[src/verilog/hpav_interleaver_pkg.sv]
package hpav_interleaver_pkg;

    localparam int D_WIDTH = 2;     // symbol width
    localparam int A_WIDTH = 12;    // linear and bank address width
    localparam int LATENCY = 3;     // step issue to dout_vld

    typedef logic [1:0] lane_t;

    typedef enum logic [1:0] {
        PB16,
        PB136,
        PB520
    } pb_size_t;

    typedef enum logic {
        DEINTERLEAVE,
        INTERLEAVE
    } il_mode_t;

    // ------------------------------------------------------------------------
    // block geometry
    // ------------------------------------------------------------------------

    function automatic logic [A_WIDTH-1:0] quarter_len(pb_size_t size);
        case (size)
            PB136:   return A_WIDTH'(136);
            PB520:   return A_WIDTH'(520);
            default: return A_WIDTH'(16);
        endcase
    endfunction

    function automatic logic [A_WIDTH-1:0] block_len(pb_size_t size);
        return quarter_len(size) << 2;
    endfunction

    // separate bank regions so blocks of different sizes coexist
    function automatic logic [A_WIDTH-1:0] region_base(pb_size_t size);
        case (size)
            PB136:   return A_WIDTH'(16);
            PB520:   return A_WIDTH'(152);
            default: return A_WIDTH'(0);
        endcase
    endfunction

    // ------------------------------------------------------------------------
    // each stride pair is a multiplicative inverse mod N
    // ------------------------------------------------------------------------

    function automatic logic [A_WIDTH-1:0] stride(pb_size_t size, il_mode_t mode);
        case (size)
            PB136:   return (mode == INTERLEAVE) ? A_WIDTH'(5) : A_WIDTH'(109);
            PB520:   return (mode == INTERLEAVE) ? A_WIDTH'(7) : A_WIDTH'(1783);
            default: return (mode == INTERLEAVE) ? A_WIDTH'(13) : A_WIDTH'(5);
        endcase
    endfunction

endpackage

[src/verilog/interleave_sequencer.sv]
`timescale 1ns/1ns

module interleave_sequencer (
    input  logic                           clk,
    input  logic                           n_rst,
    input  logic                           start,
    input  hpav_interleaver_pkg::pb_size_t pb_size,
    input  hpav_interleaver_pkg::il_mode_t mode,
    output logic                           busy,
    output logic                           step_valid,
    output logic                           first_step,
    output hpav_interleaver_pkg::pb_size_t cur_size,
    output hpav_interleaver_pkg::il_mode_t cur_mode,
    output logic                           dout_vld
);

    import hpav_interleaver_pkg::*;

    typedef enum logic [1:0] {
        IDLE,
        RUN,
        DRAIN
    } state_t;

    state_t             state;
    logic [A_WIDTH-1:0] step_cnt;   // step index in RUN, drain count in DRAIN
    logic [A_WIDTH-1:0] last_step;
    logic [LATENCY-1:0] vld_pipe;

    assign last_step = quarter_len(cur_size) - 1'b1;

    always_ff @(posedge clk or negedge n_rst) begin
        if (!n_rst) begin
            state    <= IDLE;
            step_cnt <= '0;
            cur_size <= PB16;
            cur_mode <= DEINTERLEAVE;
        end else begin
            case (state)
                IDLE: begin
                    if (start) begin    // start while busy never reaches here
                        state    <= RUN;
                        step_cnt <= '0;
                        cur_size <= pb_size;
                        cur_mode <= mode;
                    end
                end
                RUN: begin
                    if (step_cnt == last_step) begin
                        state    <= DRAIN;
                        step_cnt <= '0;
                    end else begin
                        step_cnt <= step_cnt + 1'b1;
                    end
                end
                DRAIN: begin
                    // wait for the last step to leave the pipeline
                    if (step_cnt == A_WIDTH'(LATENCY - 1)) begin
                        state    <= IDLE;
                        step_cnt <= '0;
                    end else begin
                        step_cnt <= step_cnt + 1'b1;
                    end
                end
                default: state <= IDLE;
            endcase
        end
    end

    assign busy       = (state != IDLE);
    assign step_valid = (state == RUN);
    assign first_step = step_valid && (step_cnt == '0);

    // valid follows each step through the three pipeline stages
    always_ff @(posedge clk or negedge n_rst) begin
        if (!n_rst) begin
            vld_pipe <= '0;
        end else begin
            vld_pipe <= {vld_pipe[LATENCY-2:0], step_valid};
        end
    end

    assign dout_vld = vld_pipe[LATENCY-1];

endmodule

[config.mk]
export PLATFORM = sky130hd
export DESIGN_NAME = interleave_sequencer
export DESIGN_NICKNAME = d
export VERILOG_FILES = /design/src/verilog/hpav_interleaver_pkg.sv /design/src/verilog/interleave_sequencer.sv
export SDC_FILE = /design/constraint.sdc
export NUM_CORES = 1
export LEC_CHECK = 0
export BUFFER_PORTS_ARGS = -buffer_cell sky130_fd_sc_hd__buf_2
export CAP_MARGIN = 20
export CORE_ASPECT_RATIO = 1.5
export CORE_UTILIZATION = 30
export CTS_CLUSTER_DIAMETER = 60
export DETAILED_ROUTE_END_ITERATION = 8
export PLACE_DENSITY = 0.55
export SYNTH_ARGS = -nofsm -noshare
export SYNTH_HDL_FRONTEND = slang
export SYNTH_SLANG_ARGS = --single-unit
[constraint.sdc]
create_clock -name clk -period 1.7 [get_ports clk]
set_input_delay 0.51 -clock clk [delete_from_list [all_inputs] [get_ports clk]]
set_output_delay 0.51 -clock clk [all_outputs]
set_load 0.02 [all_outputs]
### Yosys cells after proc, flatten, opt, wreduce, memory -nomap -nowiden

Cells that the tools add are included.

* register bits after elaboration: 20
* bits of input ports: 6
* output and inout bits: 7
* word-level logic and storage cells: 33

* add/sub/neg operators: 2
* equal/unequal tests: 9
* muxes and demuxes: 9
* reductions and logical operators: 8

Operators by type and width (number)
* 12-bit 2-to-1 mux: 3
* 12-bit case mux with 3 select lines: 1
* 10-bit case mux with 2 select lines: 1
* 12-bit by 1-bit adder with 12-bit output (second input constant): 1
* 12-bit == test: 1
* 12-bit by 2-bit == test with 1-bit output (second input constant): 1
* 12-bit zero test: 1
* 12-bit by 1-bit subtractor with 12-bit output (second input constant): 1
* 2-bit 2-to-1 mux: 3
* 2-bit case mux with 3 select lines: 1
* 2-bit by 1-bit == test with 1-bit output (second input constant): 2
* 2-bit == test (second input constant): 2
* 2-bit != test (second input constant): 2
* 2-bit AND reduction: 2
* 3-bit AND reduction: 1
* 3-bit nonzero test: 1
* 2-bit zero test: 1
* 2-bit by 1-bit != test with 1-bit output (second input constant): 1
* 2-bit nonzero test: 1
* 1-bit logical AND: 1

### Longest topological paths before layout

Gate-level depths: netlist of run 1.

* depth after elaboration: 6
* gate-level depth with buffers: 8
* gate-level depth less buffers: 7

### Worst setup path before layout of run 1

OpenSTA, ideal clock, no wires.

* path type: register -> register
* from: reg cur_size[0]
* to: reg state[0]
* library setup time: 125 ps
* arrival: 1885 ps
* required time: 1575 ps
* slack: -310 ps
* cell stages (with the launch flop): 8
* path buffers: 0
* period minus slack after synthesis: 2010 ps
* path through: dfrtp_1 inv_1 ha_1 xnor2_1 nand4_1 o21a_1 or3_4 mux2_4

* word-level cells in the longest chain between the ends: 6
* elaborated cells between the ends (all ways): 7
* those cells by class: 1 x add/sub; 4 x eq/ne; 1 x mux; 1 x reduce/logical

RTL lines
* from (decl): RTL line interleave_sequencer.sv:12 `output hpav_interleaver_pkg::pb_size_t cur_size,`
* from (signal assigned): RTL line interleave_sequencer.sv:44 `cur_size <= pb_size;`
* 2-bit == test or 2-bit by 1-bit == test with 1-bit output (tied branches): RTL line hpav_interleaver_pkg.sv:25 `case (size)`
* 10-bit case mux with 2 select lines (*): RTL line hpav_interleaver_pkg.sv:25
* 12-bit by 1-bit subtractor with 12-bit output (*): RTL line interleave_sequencer.sv:30 `assign last_step = quarter_len(cur_size) - 1'b1;`
* 12-bit == test (*): RTL line interleave_sequencer.sv:49 `if (step_cnt == last_step) begin`
* 2-bit by 1-bit != test with 1-bit output (no source line) (*)
* 3-bit AND reduction (no source line) (*)
* to (signal assigned): RTL line interleave_sequencer.sv:34 `state <= IDLE;`
* to (signal assigned): RTL line interleave_sequencer.sv:50 `state <= DRAIN;`
* to (signal assigned): RTL line interleave_sequencer.sv:59 `state <= IDLE;`
* to (decl): RTL line interleave_sequencer.sv:25 `state_t state;`

Every way passes the cells marked *; elsewhere a longest branch is shown, timed or not.
A chain may end at the register's enable or synchronous reset.

### Worst setup path after layout of run 1

* from: reg step_cnt[11]
* to: reg state[1]

* word-level cells in the longest chain between the ends: 3
* elaborated cells between the ends (all ways): 5
* those cells by class: 4 x eq/ne; 1 x reduce/logical

RTL lines
* from (decl): RTL line interleave_sequencer.sv:26 `logic [A_WIDTH-1:0] step_cnt;`
* from (signal assigned): RTL line interleave_sequencer.sv:53 `step_cnt <= step_cnt + 1'b1;`
* from (signal assigned): RTL line interleave_sequencer.sv:62 `step_cnt <= step_cnt + 1'b1;`
* 12-bit by 2-bit == test with 1-bit output or 12-bit == test (tied branches): RTL line interleave_sequencer.sv:58, interleave_sequencer.sv:49
* 2-bit != test (no source line) or 2-bit by 1-bit != test with 1-bit output (tied branches)
* 3-bit AND reduction (no source line) (*)
* to (signal assigned): RTL line interleave_sequencer.sv:50
* to (signal assigned): RTL line interleave_sequencer.sv:59
* to (signal assigned): RTL line interleave_sequencer.sv:65 `default: state <= IDLE;`

Marked as above.

==> results_dict.tcl, run 1 <==
set metrics [dict create \
    outcome "complete, but fails checks" \
    violations "negative setup slack" \
    synth_cell_types 30 \
    drive_gt1_frac 0.491 \
    grt_pass1_vias 1064 \
    drv_cap 0 \
    clock_latency_ps 250 \
    finalInstanceArea_sq_um 1660 \
    drc 0 \
    syn_nets 131 \
    critPathMaxFanout 3 \
    rsz0062_at_grt "yes" \
    wl_met3_um 67 \
    clock_sinks 20 \
    cts_buffer_depth 2 \
    setup_viol 15 \
    routed_wl_um 2750 \
    ir_drop_mv 1.16 \
    slew_violations 0 \
    synth_seq_area_share 0.436 \
    placed_cell_area_sq_um 1470 \
    worst_slew_pin_slew_ps 456 \
    endpoint_kind "flip-flop" \
    finalWorstPathRequiredPeriod_ps 1950 \
    antenna_cells 0 \
    netlist_area_sq_um 1150 \
    htreeDepth 1 \
    vias 1002 \
    p_leak_nw 0.764 \
    synth_seq_cells 20 \
    die_h_um 77.8 \
    hpwlAfterDp_um 2000 \
    die_area_sq_um 4090 \
    dp.cells 194 \
    p_per_area_nw_per_um2 1510 \
    area_delta_synth_final_pct 44.8 \
    synth_area_per_cell_sq_um 9.99 \
    num_io_pins 13 \
    core_sq_um 3680 \
    syn_inst 115 \
    track_usage 0.151 \
    hold_buffers 0 \
    holdWs_ps 192 \
    nFillCells 350 \
    min_period_over_period 1.15 \
    numCtsBuffers 3 \
    fp-row-count 27 \
    fin_ws_ps -255 \
    dr.pass1.iters 4 \
    gp_congestion 0.819 \
    cts_tree "built" \
    final_cells 202 \
    crit_arrival_ps 2090 \
    synth-edff-count 0 \
    grt-ovfl-total 0 \
    fmax_ghz 0.512 \
    fin_util 0.452 \
    clk_pin_slew_ps 80 \
    totalPowerFinal_mw 2.51 \
    fin_nets 176 \
    start_util 0.312 \
    yosysWarnings 0 \
    wirelength_met1_um 1060 \
    worstPathRequired_ps 1840 \
    slew_headroom 0.696 \
    antenna_found_initial 0 \
    hold_viol 0 \
    first_iter_violations 23 \
    routedWlPerCell_um 13.6 \
    async_flop_share 1.00 \
    die_width_um 52.5 \
    hold_class "in2async" \
    finClkSkew_ps 4.28 \
    synth_flop_cell "dfrtp_1" \
    worstSetupPathType "reg2reg" \
    grt_max_degree 21 \
    worst_setup_path_start_kind "flip-flop" \
    portBuffers 12 \
    cts-root-buf "clkbuf_8" \
    routed.top_layer "met4" \
    antenna_left 0 \
    grt_pass1_wl_um 4670 \
    met2_wirelength_um 1600 \
    vias_per_cell 4.96 \
]
[state kept, by name (all words and copies together), names as in the netlist]
name      flops
cur_mode      1
vld_pipe      3
state         2
step_cnt     12
cur_size      2
[power by group]
part / internal (mW) / switching, mW / total [mW] / leakage (nW)
sequential: 0.585 / 0.0708 / 0.656 / 0.260
combinational: 0.784 / 0.748 / 1.53 / 0.481
clock: 0.167 / 0.158 / 0.325 / 0.0228
total: 1.54 / 0.977 / 2.51 / 0.764
[logic make-up after synthesis]
kind of cell / after synthesis / share of synthesized area
AO/OA/AOI/OAI: 20 / 0.106
XOR/XNOR: 9 / 0.0686
adder cells (fa/ha/maj): 10 / 0.109
buffers and inverters: 12 / 0.0414
flip-flops: 20 / 0.436
multiplexers: 5 / 0.0556
AND/OR/NAND/NOR: 39 / 0.184
[synth_stat cells, types with 3 or more instances]
cell type	number	area (sq um)
mux2_2	3	33.8
nor2_1	5	18.8
nor3_1	3	15.0
inv_1	9	33.8
xor2_1	4	35.0
xnor2_1	5	43.8
nand4_1	4	25.0
dfrtp_1	20	500
ha_1	10	125
nand2_1	12	45.0
a21oi_1	9	45.0
nand3_1	6	30.0
o21ai_0	4	20.0
[cell type report]
| type | count | area, sq um | area share |
|---|---|---|---|
| Multi-Input combinational cell | 83 | 698 | 0.420 |
| Tap cell | 43 | 53.8 | 0.0324 |
| Clock buffer | 4 | 45.0 | 0.0271 |
| Inverter | 9 | 33.8 | 0.0203 |
| Sequential cell | 20 | 505 | 0.304 |
| Timing Repair Buffer | 43 | 327 | 0.196 |
[path summary, 6_finish.rpt]
path / start / end / slack (ps) / depth (start not counted)
max: step_cnt[11]$_DFFE_PN0P_ / state[1]$_DFFE_PN0P_ / -250 / 6
min: n_rst / cur_mode$_DFFE_PN0P_ / 190 / 1
max reg2reg: step_cnt[11]$_DFFE_PN0P_ / state[1]$_DFFE_PN0P_ / -250 / 6
min reg2reg: vld_pipe[0]$_DFF_PN0_ / vld_pipe[1]$_DFF_PN0_ / 350 / 0
max in group asynchronous: n_rst / step_cnt[3]$_DFFE_PN0P_ / 1170 / 1
min in group clk: vld_pipe[0]$_DFF_PN0_ / vld_pipe[1]$_DFF_PN0_ / 350 / 0
[per-layer routing]
layer	global-route usage	up-vias
met4	0.0316	0
li1	-	484
met1	0.171	495
met3	0.0118	2
met2	0.291	21
met5	0	-
[repair_timing]
item | CTS | global route
endpoints found under the setup margin | 17 | 17
buffers inserted | 3 | 0
pin swaps | 10 | 3
cloned | 1 | 0
gates resized for setup | 25 | 12
[cell usage in the layout, fill, tap and decap left out, drive strengths merged]
cell type and instances:
a21oi 9, a31o 1, and2 2, and3 2, buf 43, clkbuf 4, dfrtp 20, ha 10
inv 9, mux2 5, nand2 12, nand3 6, nand4 4, nor2 5, nor2b 1, nor3 3
nor4 2, o211ai 1, o21a 2, o21ai 4, o22ai 1, o311ai 1, o32a 1, or2 1
or3 1, xnor2 5, xor2 4
[critical path, cell delays in order (launching register included)]
cell and delay (ps):
dfrtp_1 400, nor4_2 260, nand2_1 160, buf_4 170, o21a_1 180, or3_4 350
mux2_4 310
[through the flow]
stage	TNS (ps)	setup slack, ps
detailed placement	-1410	-203
floorplan	-735	-192
global placement	-727	-179
finish	-2170	-255
CTS	-1620	-222
global route	-3630	-350
Power figures use the tool's default switching activity.
==> run 2: changes to the inputs <==
--- a/config.mk
+++ b/config.mk
@@ -7,7 +7,7 @@
 export LEC_CHECK = 0
 export BUFFER_PORTS_ARGS = -buffer_cell sky130_fd_sc_hd__buf_2
 export CAP_MARGIN = 20
-export CORE_ASPECT_RATIO = 1.5
+export CORE_ASPECT_RATIO = 0.6
 export CORE_UTILIZATION = 30
 export CTS_CLUSTER_DIAMETER = 60
 export DETAILED_ROUTE_END_ITERATION = 8
==> run 2 against run 1 <==
Net effect:
- the run still ends with negative setup slack left
- wire length is 13% higher
- setup slack lost 11 ps
- global-route usage is 1.5 points higher
- register-to-register slack hardly changed
- fmax is 0.57% lower
- first-iteration DRC count rose by 61%
- largest power group unchanged
==> results_dict.tcl, run 2 (synthesis results as in run 1) <==
set metrics [dict create \
    slowest_stage "dfrtp_1" \
    finalInstanceArea_sq_um 1840 \
    crit_arrival_ps 2120 \
    drc 0 \
    ir_drop_mv 0.795 \
    p_leak_nw 0.836 \
    final_cell_mix "buf_4, dfrtp_1, nand2_1" \
    fin_nets 184 \
    grt_pass1_wl_um 4930 \
    die_area_sq_um 4090 \
    start_util 0.334 \
    clk_pin_slew_ps 80 \
    die_width_um 81.9 \
    worst_setup_path_start_kind "flip-flop" \
    post-place-ws_ps -256 \
    crit_start "step_cnt[4]$_DFFE_PN0P_" \
    slew_headroom 0.694 \
    hold_viol 0 \
    antenna_found_initial 0 \
    fin_util 0.535 \
    final_common_cell "buf_4" \
    antenna_left 0 \
    htreeDepth 1 \
    num_io_pins 13 \
    regMostFlops "step_cnt" \
    fmax_ghz 0.509 \
    critPathMaxFanout 2 \
    core_sq_um 3440 \
    antenna_cells 0 \
    path_cells "nor4_2, nand2_1, buf_6, o21a_1, or3_4, mux2_4" \
    routedWlPerCell_um 14.7 \
    drv_cap 0 \
    cts_buffer_depth 2 \
    numCtsBuffers 3 \
    drive_gt1_frac 0.575 \
    gp_congestion 0.793 \
    slew_violations 0 \
    reg_top3 "step_cnt: 12 flops, vld_pipe: 3 flops" \
    first_iter_violations 37 \
    p_per_area_nw_per_um2 1630 \
    min_period_over_period 1.16 \
    cts-root-buf "clkbuf_8" \
    use_met1 0.237 \
    rsz0062_at_grt "yes" \
    worstPathRequired_ps 1850 \
    hold_buffers 0 \
    area_delta_synth_final_pct 60.2 \
    cpPeakStageDelay_ps 400 \
    routed_wl_um 3110 \
    clock_latency_ps 260 \
    die_h_um 49.9 \
    rr_startpoint "step_cnt[4]$_DFFE_PN0P_" \
    outcome "complete, but fails checks" \
    grt_max_degree 21 \
    busiest_layer "met2" \
    worstSetupPathType "reg2reg" \
    dr.pass1.iters 4 \
    grt_pass1_vias 1015 \
    fin_ws_ps -266 \
    vias 1003 \
    endpoint_kind "flip-flop" \
    reg2reg_slack_ps -270 \
    portBuffers 12 \
    fp-row-count 16 \
    use_met3 0.0444 \
    hpwlAfterDp_um 2170 \
    cts_tree "built" \
    setup_viol 16 \
    vias_per_cell 4.73 \
    clock_sinks 20 \
    hold_class "in2async" \
    grt.met2_usage 0.255 \
    worst_slew_pin_slew_ps 459 \
    violations "negative setup slack" \
    finClkSkew_ps 2.28 \
    finalWorstPathRequiredPeriod_ps 1970 \
    grt-ovfl-total 0 \
    track_usage 0.166 \
    placed_cell_area_sq_um 1490 \
    largest_register_ffs 12 \
    holdWs_ps 189 \
]
[run 2: power by group]
| group | internal (mW) | total [mW] | switching, mW |
|---|---|---|---|
| sequential | 0.586 | 0.657 | 0.0712 |
| clock | 0.314 | 0.479 | 0.164 |
| combinational | 1.01 | 1.86 | 0.854 |
[run 2: final cells by class]
type	instances	area [sq um]
flip-flops and latches	20	505
fillers	293	1600
multi-input cells	83	744
well taps	45	56.3
inverters	9	36.3
clock inverters	1	30.0
repair buffers	51	427
clock buffers	3	41.3
[run 2: critical path: cells and delay by family (launching register included)]
kind	cells	cell delay, ps
buf+inv	1	140
mux	1	300
compound gates	1	210
simple gates	3	810
flops	1	400
[run 2: what timing repair did]
action / in CTS / in global routing
setup endpoints to repair: 17 / 17
pin swaps: 20 / 1
gates resized for setup: 45 / 7
buffers inserted: 8 / 3
[run 2: metrics by stage]
stage	power (mW)	TNS (ps)	instances
after floorplan	1.37	-735	115
after global placement	1.88	-2040	198
after detailed placement	1.91	-2180	198
after CTS	2.93	-1640	210
after global routing	3.18	-3540	212
final	3.00	-2650	212
[run 2: worst paths after layout]
check / endpoint / depth (start not counted)
worst max-delay path: state[1]$_DFFE_PN0P_ / 6
worst min-delay path: vld_pipe[1]$_DFF_PN0_ / 1
worst max register to register: state[1]$_DFFE_PN0P_ / 6
worst min register to register: vld_pipe[2]$_DFF_PN0_ / 0
max in group asynchronous: step_cnt[3]$_DFFE_PN0P_ / 1
min in group clk: vld_pipe[2]$_DFF_PN0_ / 0
[run 2: routing by layer]
metal | up-vias | wire length, um
met5 | - | 0
met4 | 0 | 4
met3 | 2 | 141
met2 | 21 | 1420
met1 | 479 | 1540
li1 | 501 | -
==> run 3: changes to the inputs <==
--- a/config.mk
+++ b/config.mk
@@ -11,7 +11,7 @@
 export CORE_UTILIZATION = 30
 export CTS_CLUSTER_DIAMETER = 60
 export DETAILED_ROUTE_END_ITERATION = 8
-export PLACE_DENSITY = 0.55
+export PLACE_DENSITY = 0.54
 export SYNTH_ARGS = -nofsm -noshare
 export SYNTH_HDL_FRONTEND = slang
 export SYNTH_SLANG_ARGS = --single-unit
==> constraint.sdc (replaced) <==
create_clock -name clk -period 2.32 [get_ports clk]
set_input_delay 0.696 -clock clk [delete_from_list [all_inputs] [get_ports clk]]
set_output_delay 0.696 -clock clk [all_outputs]
set_load 0.02 [all_outputs]
==> run 3 against run 2 <==
Net effect:
- the flow now finishes without violations
- clock skew up 4.2 ps
- cell count is 17% lower
- wire length decreased by 24%
- setup slack better by 440 ps
- core utilization fell by 14 points
- combinational power fell by 64%
- critical path type is now reg2out
- critical endpoint is now first_step
==> results_dict.tcl, run 3 (synthesis results as in run 1) <==
set metrics [dict create \
    ctsResizeCount 0 \
    finClkSkew_ps 6.43 \
    fmax_ghz 0.467 \
    grt-ovfl-total 0 \
    grt_max_degree 21 \
    portBuffers 12 \
    routedWlPerCell_um 13.5 \
    endpoint_kind "output pin" \
    core_sq_um 3440 \
    grt_pass1_vias 827 \
    p_per_area_nw_per_um2 1120 \
    antenna_left 0 \
    slew_headroom 0.485 \
    cts-root-buf "clkbuf_8" \
    track_usage 0.139 \
    fin_nets 148 \
    rsz0062_at_grt "no" \
    slowest_stage "dfrtp_1" \
    hold_class "in2async" \
    antenna_cells 0 \
    largest_register_ffs 12 \
    drive_gt1_frac 0.221 \
    cts_buffer_depth 2 \
    ir_drop_mv 0.534 \
    totalPowerFinal_mw 1.51 \
    reg_top3 "step_cnt: 12 flops, vld_pipe: 3 flops" \
    setup_viol 0 \
    crit_arrival_ps 1450 \
    numCtsBuffers 3 \
    clk_pin_slew_ps 80 \
    die_area_sq_um 4090 \
    vias_per_cell 4.86 \
    worst_slew_pin_slew_ps 770 \
    clock_sinks 20 \
    cpPeakStageDelay_ps 430 \
    outcome "complete, no violations" \
    min_period_over_period 0.923 \
    final_cell_mix "dfrtp_1, nand2_1, buf_2" \
    fin_util 0.391 \
    die_width_um 81.9 \
    worstPathRequired_ps 1620 \
    drc 0 \
    vias 856 \
    path_cells "inv_1, ha_1, nand3_1, nor2_1, buf_2" \
    grt_pass1_wl_um 4060 \
    area_delta_synth_final_pct 17.1 \
    routed_wl_um 2380 \
    htreeDepth 1 \
    die_h_um 49.9 \
    post_cts_buffers 0 \
    hold_buffers 0 \
    worstSetupPathType "reg2out" \
    fin_ws_ps 178 \
    tns_ps 0 \
    hold_viol 0 \
    finalWorstPathRequiredPeriod_ps 2140 \
    post-place-ws_ps 279 \
    clock_latency_ps 260 \
    drv_cap 0 \
    worst_setup_path_start_kind "flip-flop" \
    cts_tree "built" \
    critPathMaxFanout 5 \
    slew_violations 0 \
    num_io_pins 13 \
    first_iter_violations 18 \
    p_leak_nw 0.618 \
    final_cells 176 \
    dr.pass1.iters 4 \
    gp_congestion 0.849 \
    fp-row-count 16 \
    regMostFlops "step_cnt" \
    antenna_found_initial 0 \
    hpwlAfterDp_um 1820 \
    start_util 0.334 \
    dp.cells 172 \
    final_common_cell "dfrtp_1" \
]
[run 3: changes by cell type in the layout (fill, tap and decap cells not counted), moves of 5 or more]
cell     delta
buf_6      -11
a21oi_2     -8
buf_4      -26
inv_1       +5
a21oi_1     +8
[run 3: where the power goes]
part	internal, mW	switching (mW)	total, mW
sequential	0.426	0.0592	0.485
clock	0.230	0.118	0.349
combinational	0.284	0.387	0.672
total	0.940	0.565	1.51
[run 3: critical path, delay by kind of cell, from the launching register on]
kind | cells | cell delay [ps]
buffers and inverters | 2 | 300
adder cells (fa/ha/maj) | 1 | 270
AND/OR/NAND/NOR | 2 | 190
flip-flops | 1 | 430
[run 3: path summary, 6_finish.rpt]
kind	from	endpoint	slack (ps)	cells past startpoint
max	state[1]$_DFFE_PN0P_	first_step	180	5
min reg2reg	vld_pipe[0]$_DFF_PN0_	vld_pipe[1]$_DFF_PN0_	370	0
min	n_rst	vld_pipe[2]$_DFF_PN0_	370	1
min in group clk	vld_pipe[0]$_DFF_PN0_	vld_pipe[1]$_DFF_PN0_	370	0
max in group asynchronous	n_rst	step_cnt[1]$_DFFE_PN0P_	1620	1
max reg2reg	state[1]$_DFFE_PN0P_	step_cnt[2]$_DFFE_PN0P_	260	7
[run 3: final cells by class]
class,count,area [sq um]
timing repair buffer,15,82.6
clock inverter,1,30.0
sequential,20,500
multi-input combinational,83,601
tap,45,56.3
clock buffer,3,41.3
fill,337,2100
inverter,9,33.8
[run 3: through the flow]
stage,hold WS (ps),cell area (sq um)
finish,371,1350
CTS,381,1350
global placement,332,1270
detailed placement,362,1270
floorplan,331,1150
global route,386,1350
[run 3: per-layer routing]
metal / part of all wire / up-vias / global-route usage
met3: 0.054 / 4 / 0.0574
met1: 0.55 / 407 / 0.199
met2: 0.38 / 17 / 0.179
met5: 0 / - / 0
li1: - / 428 / -
met4: 0.013 / 0 / 0.0526
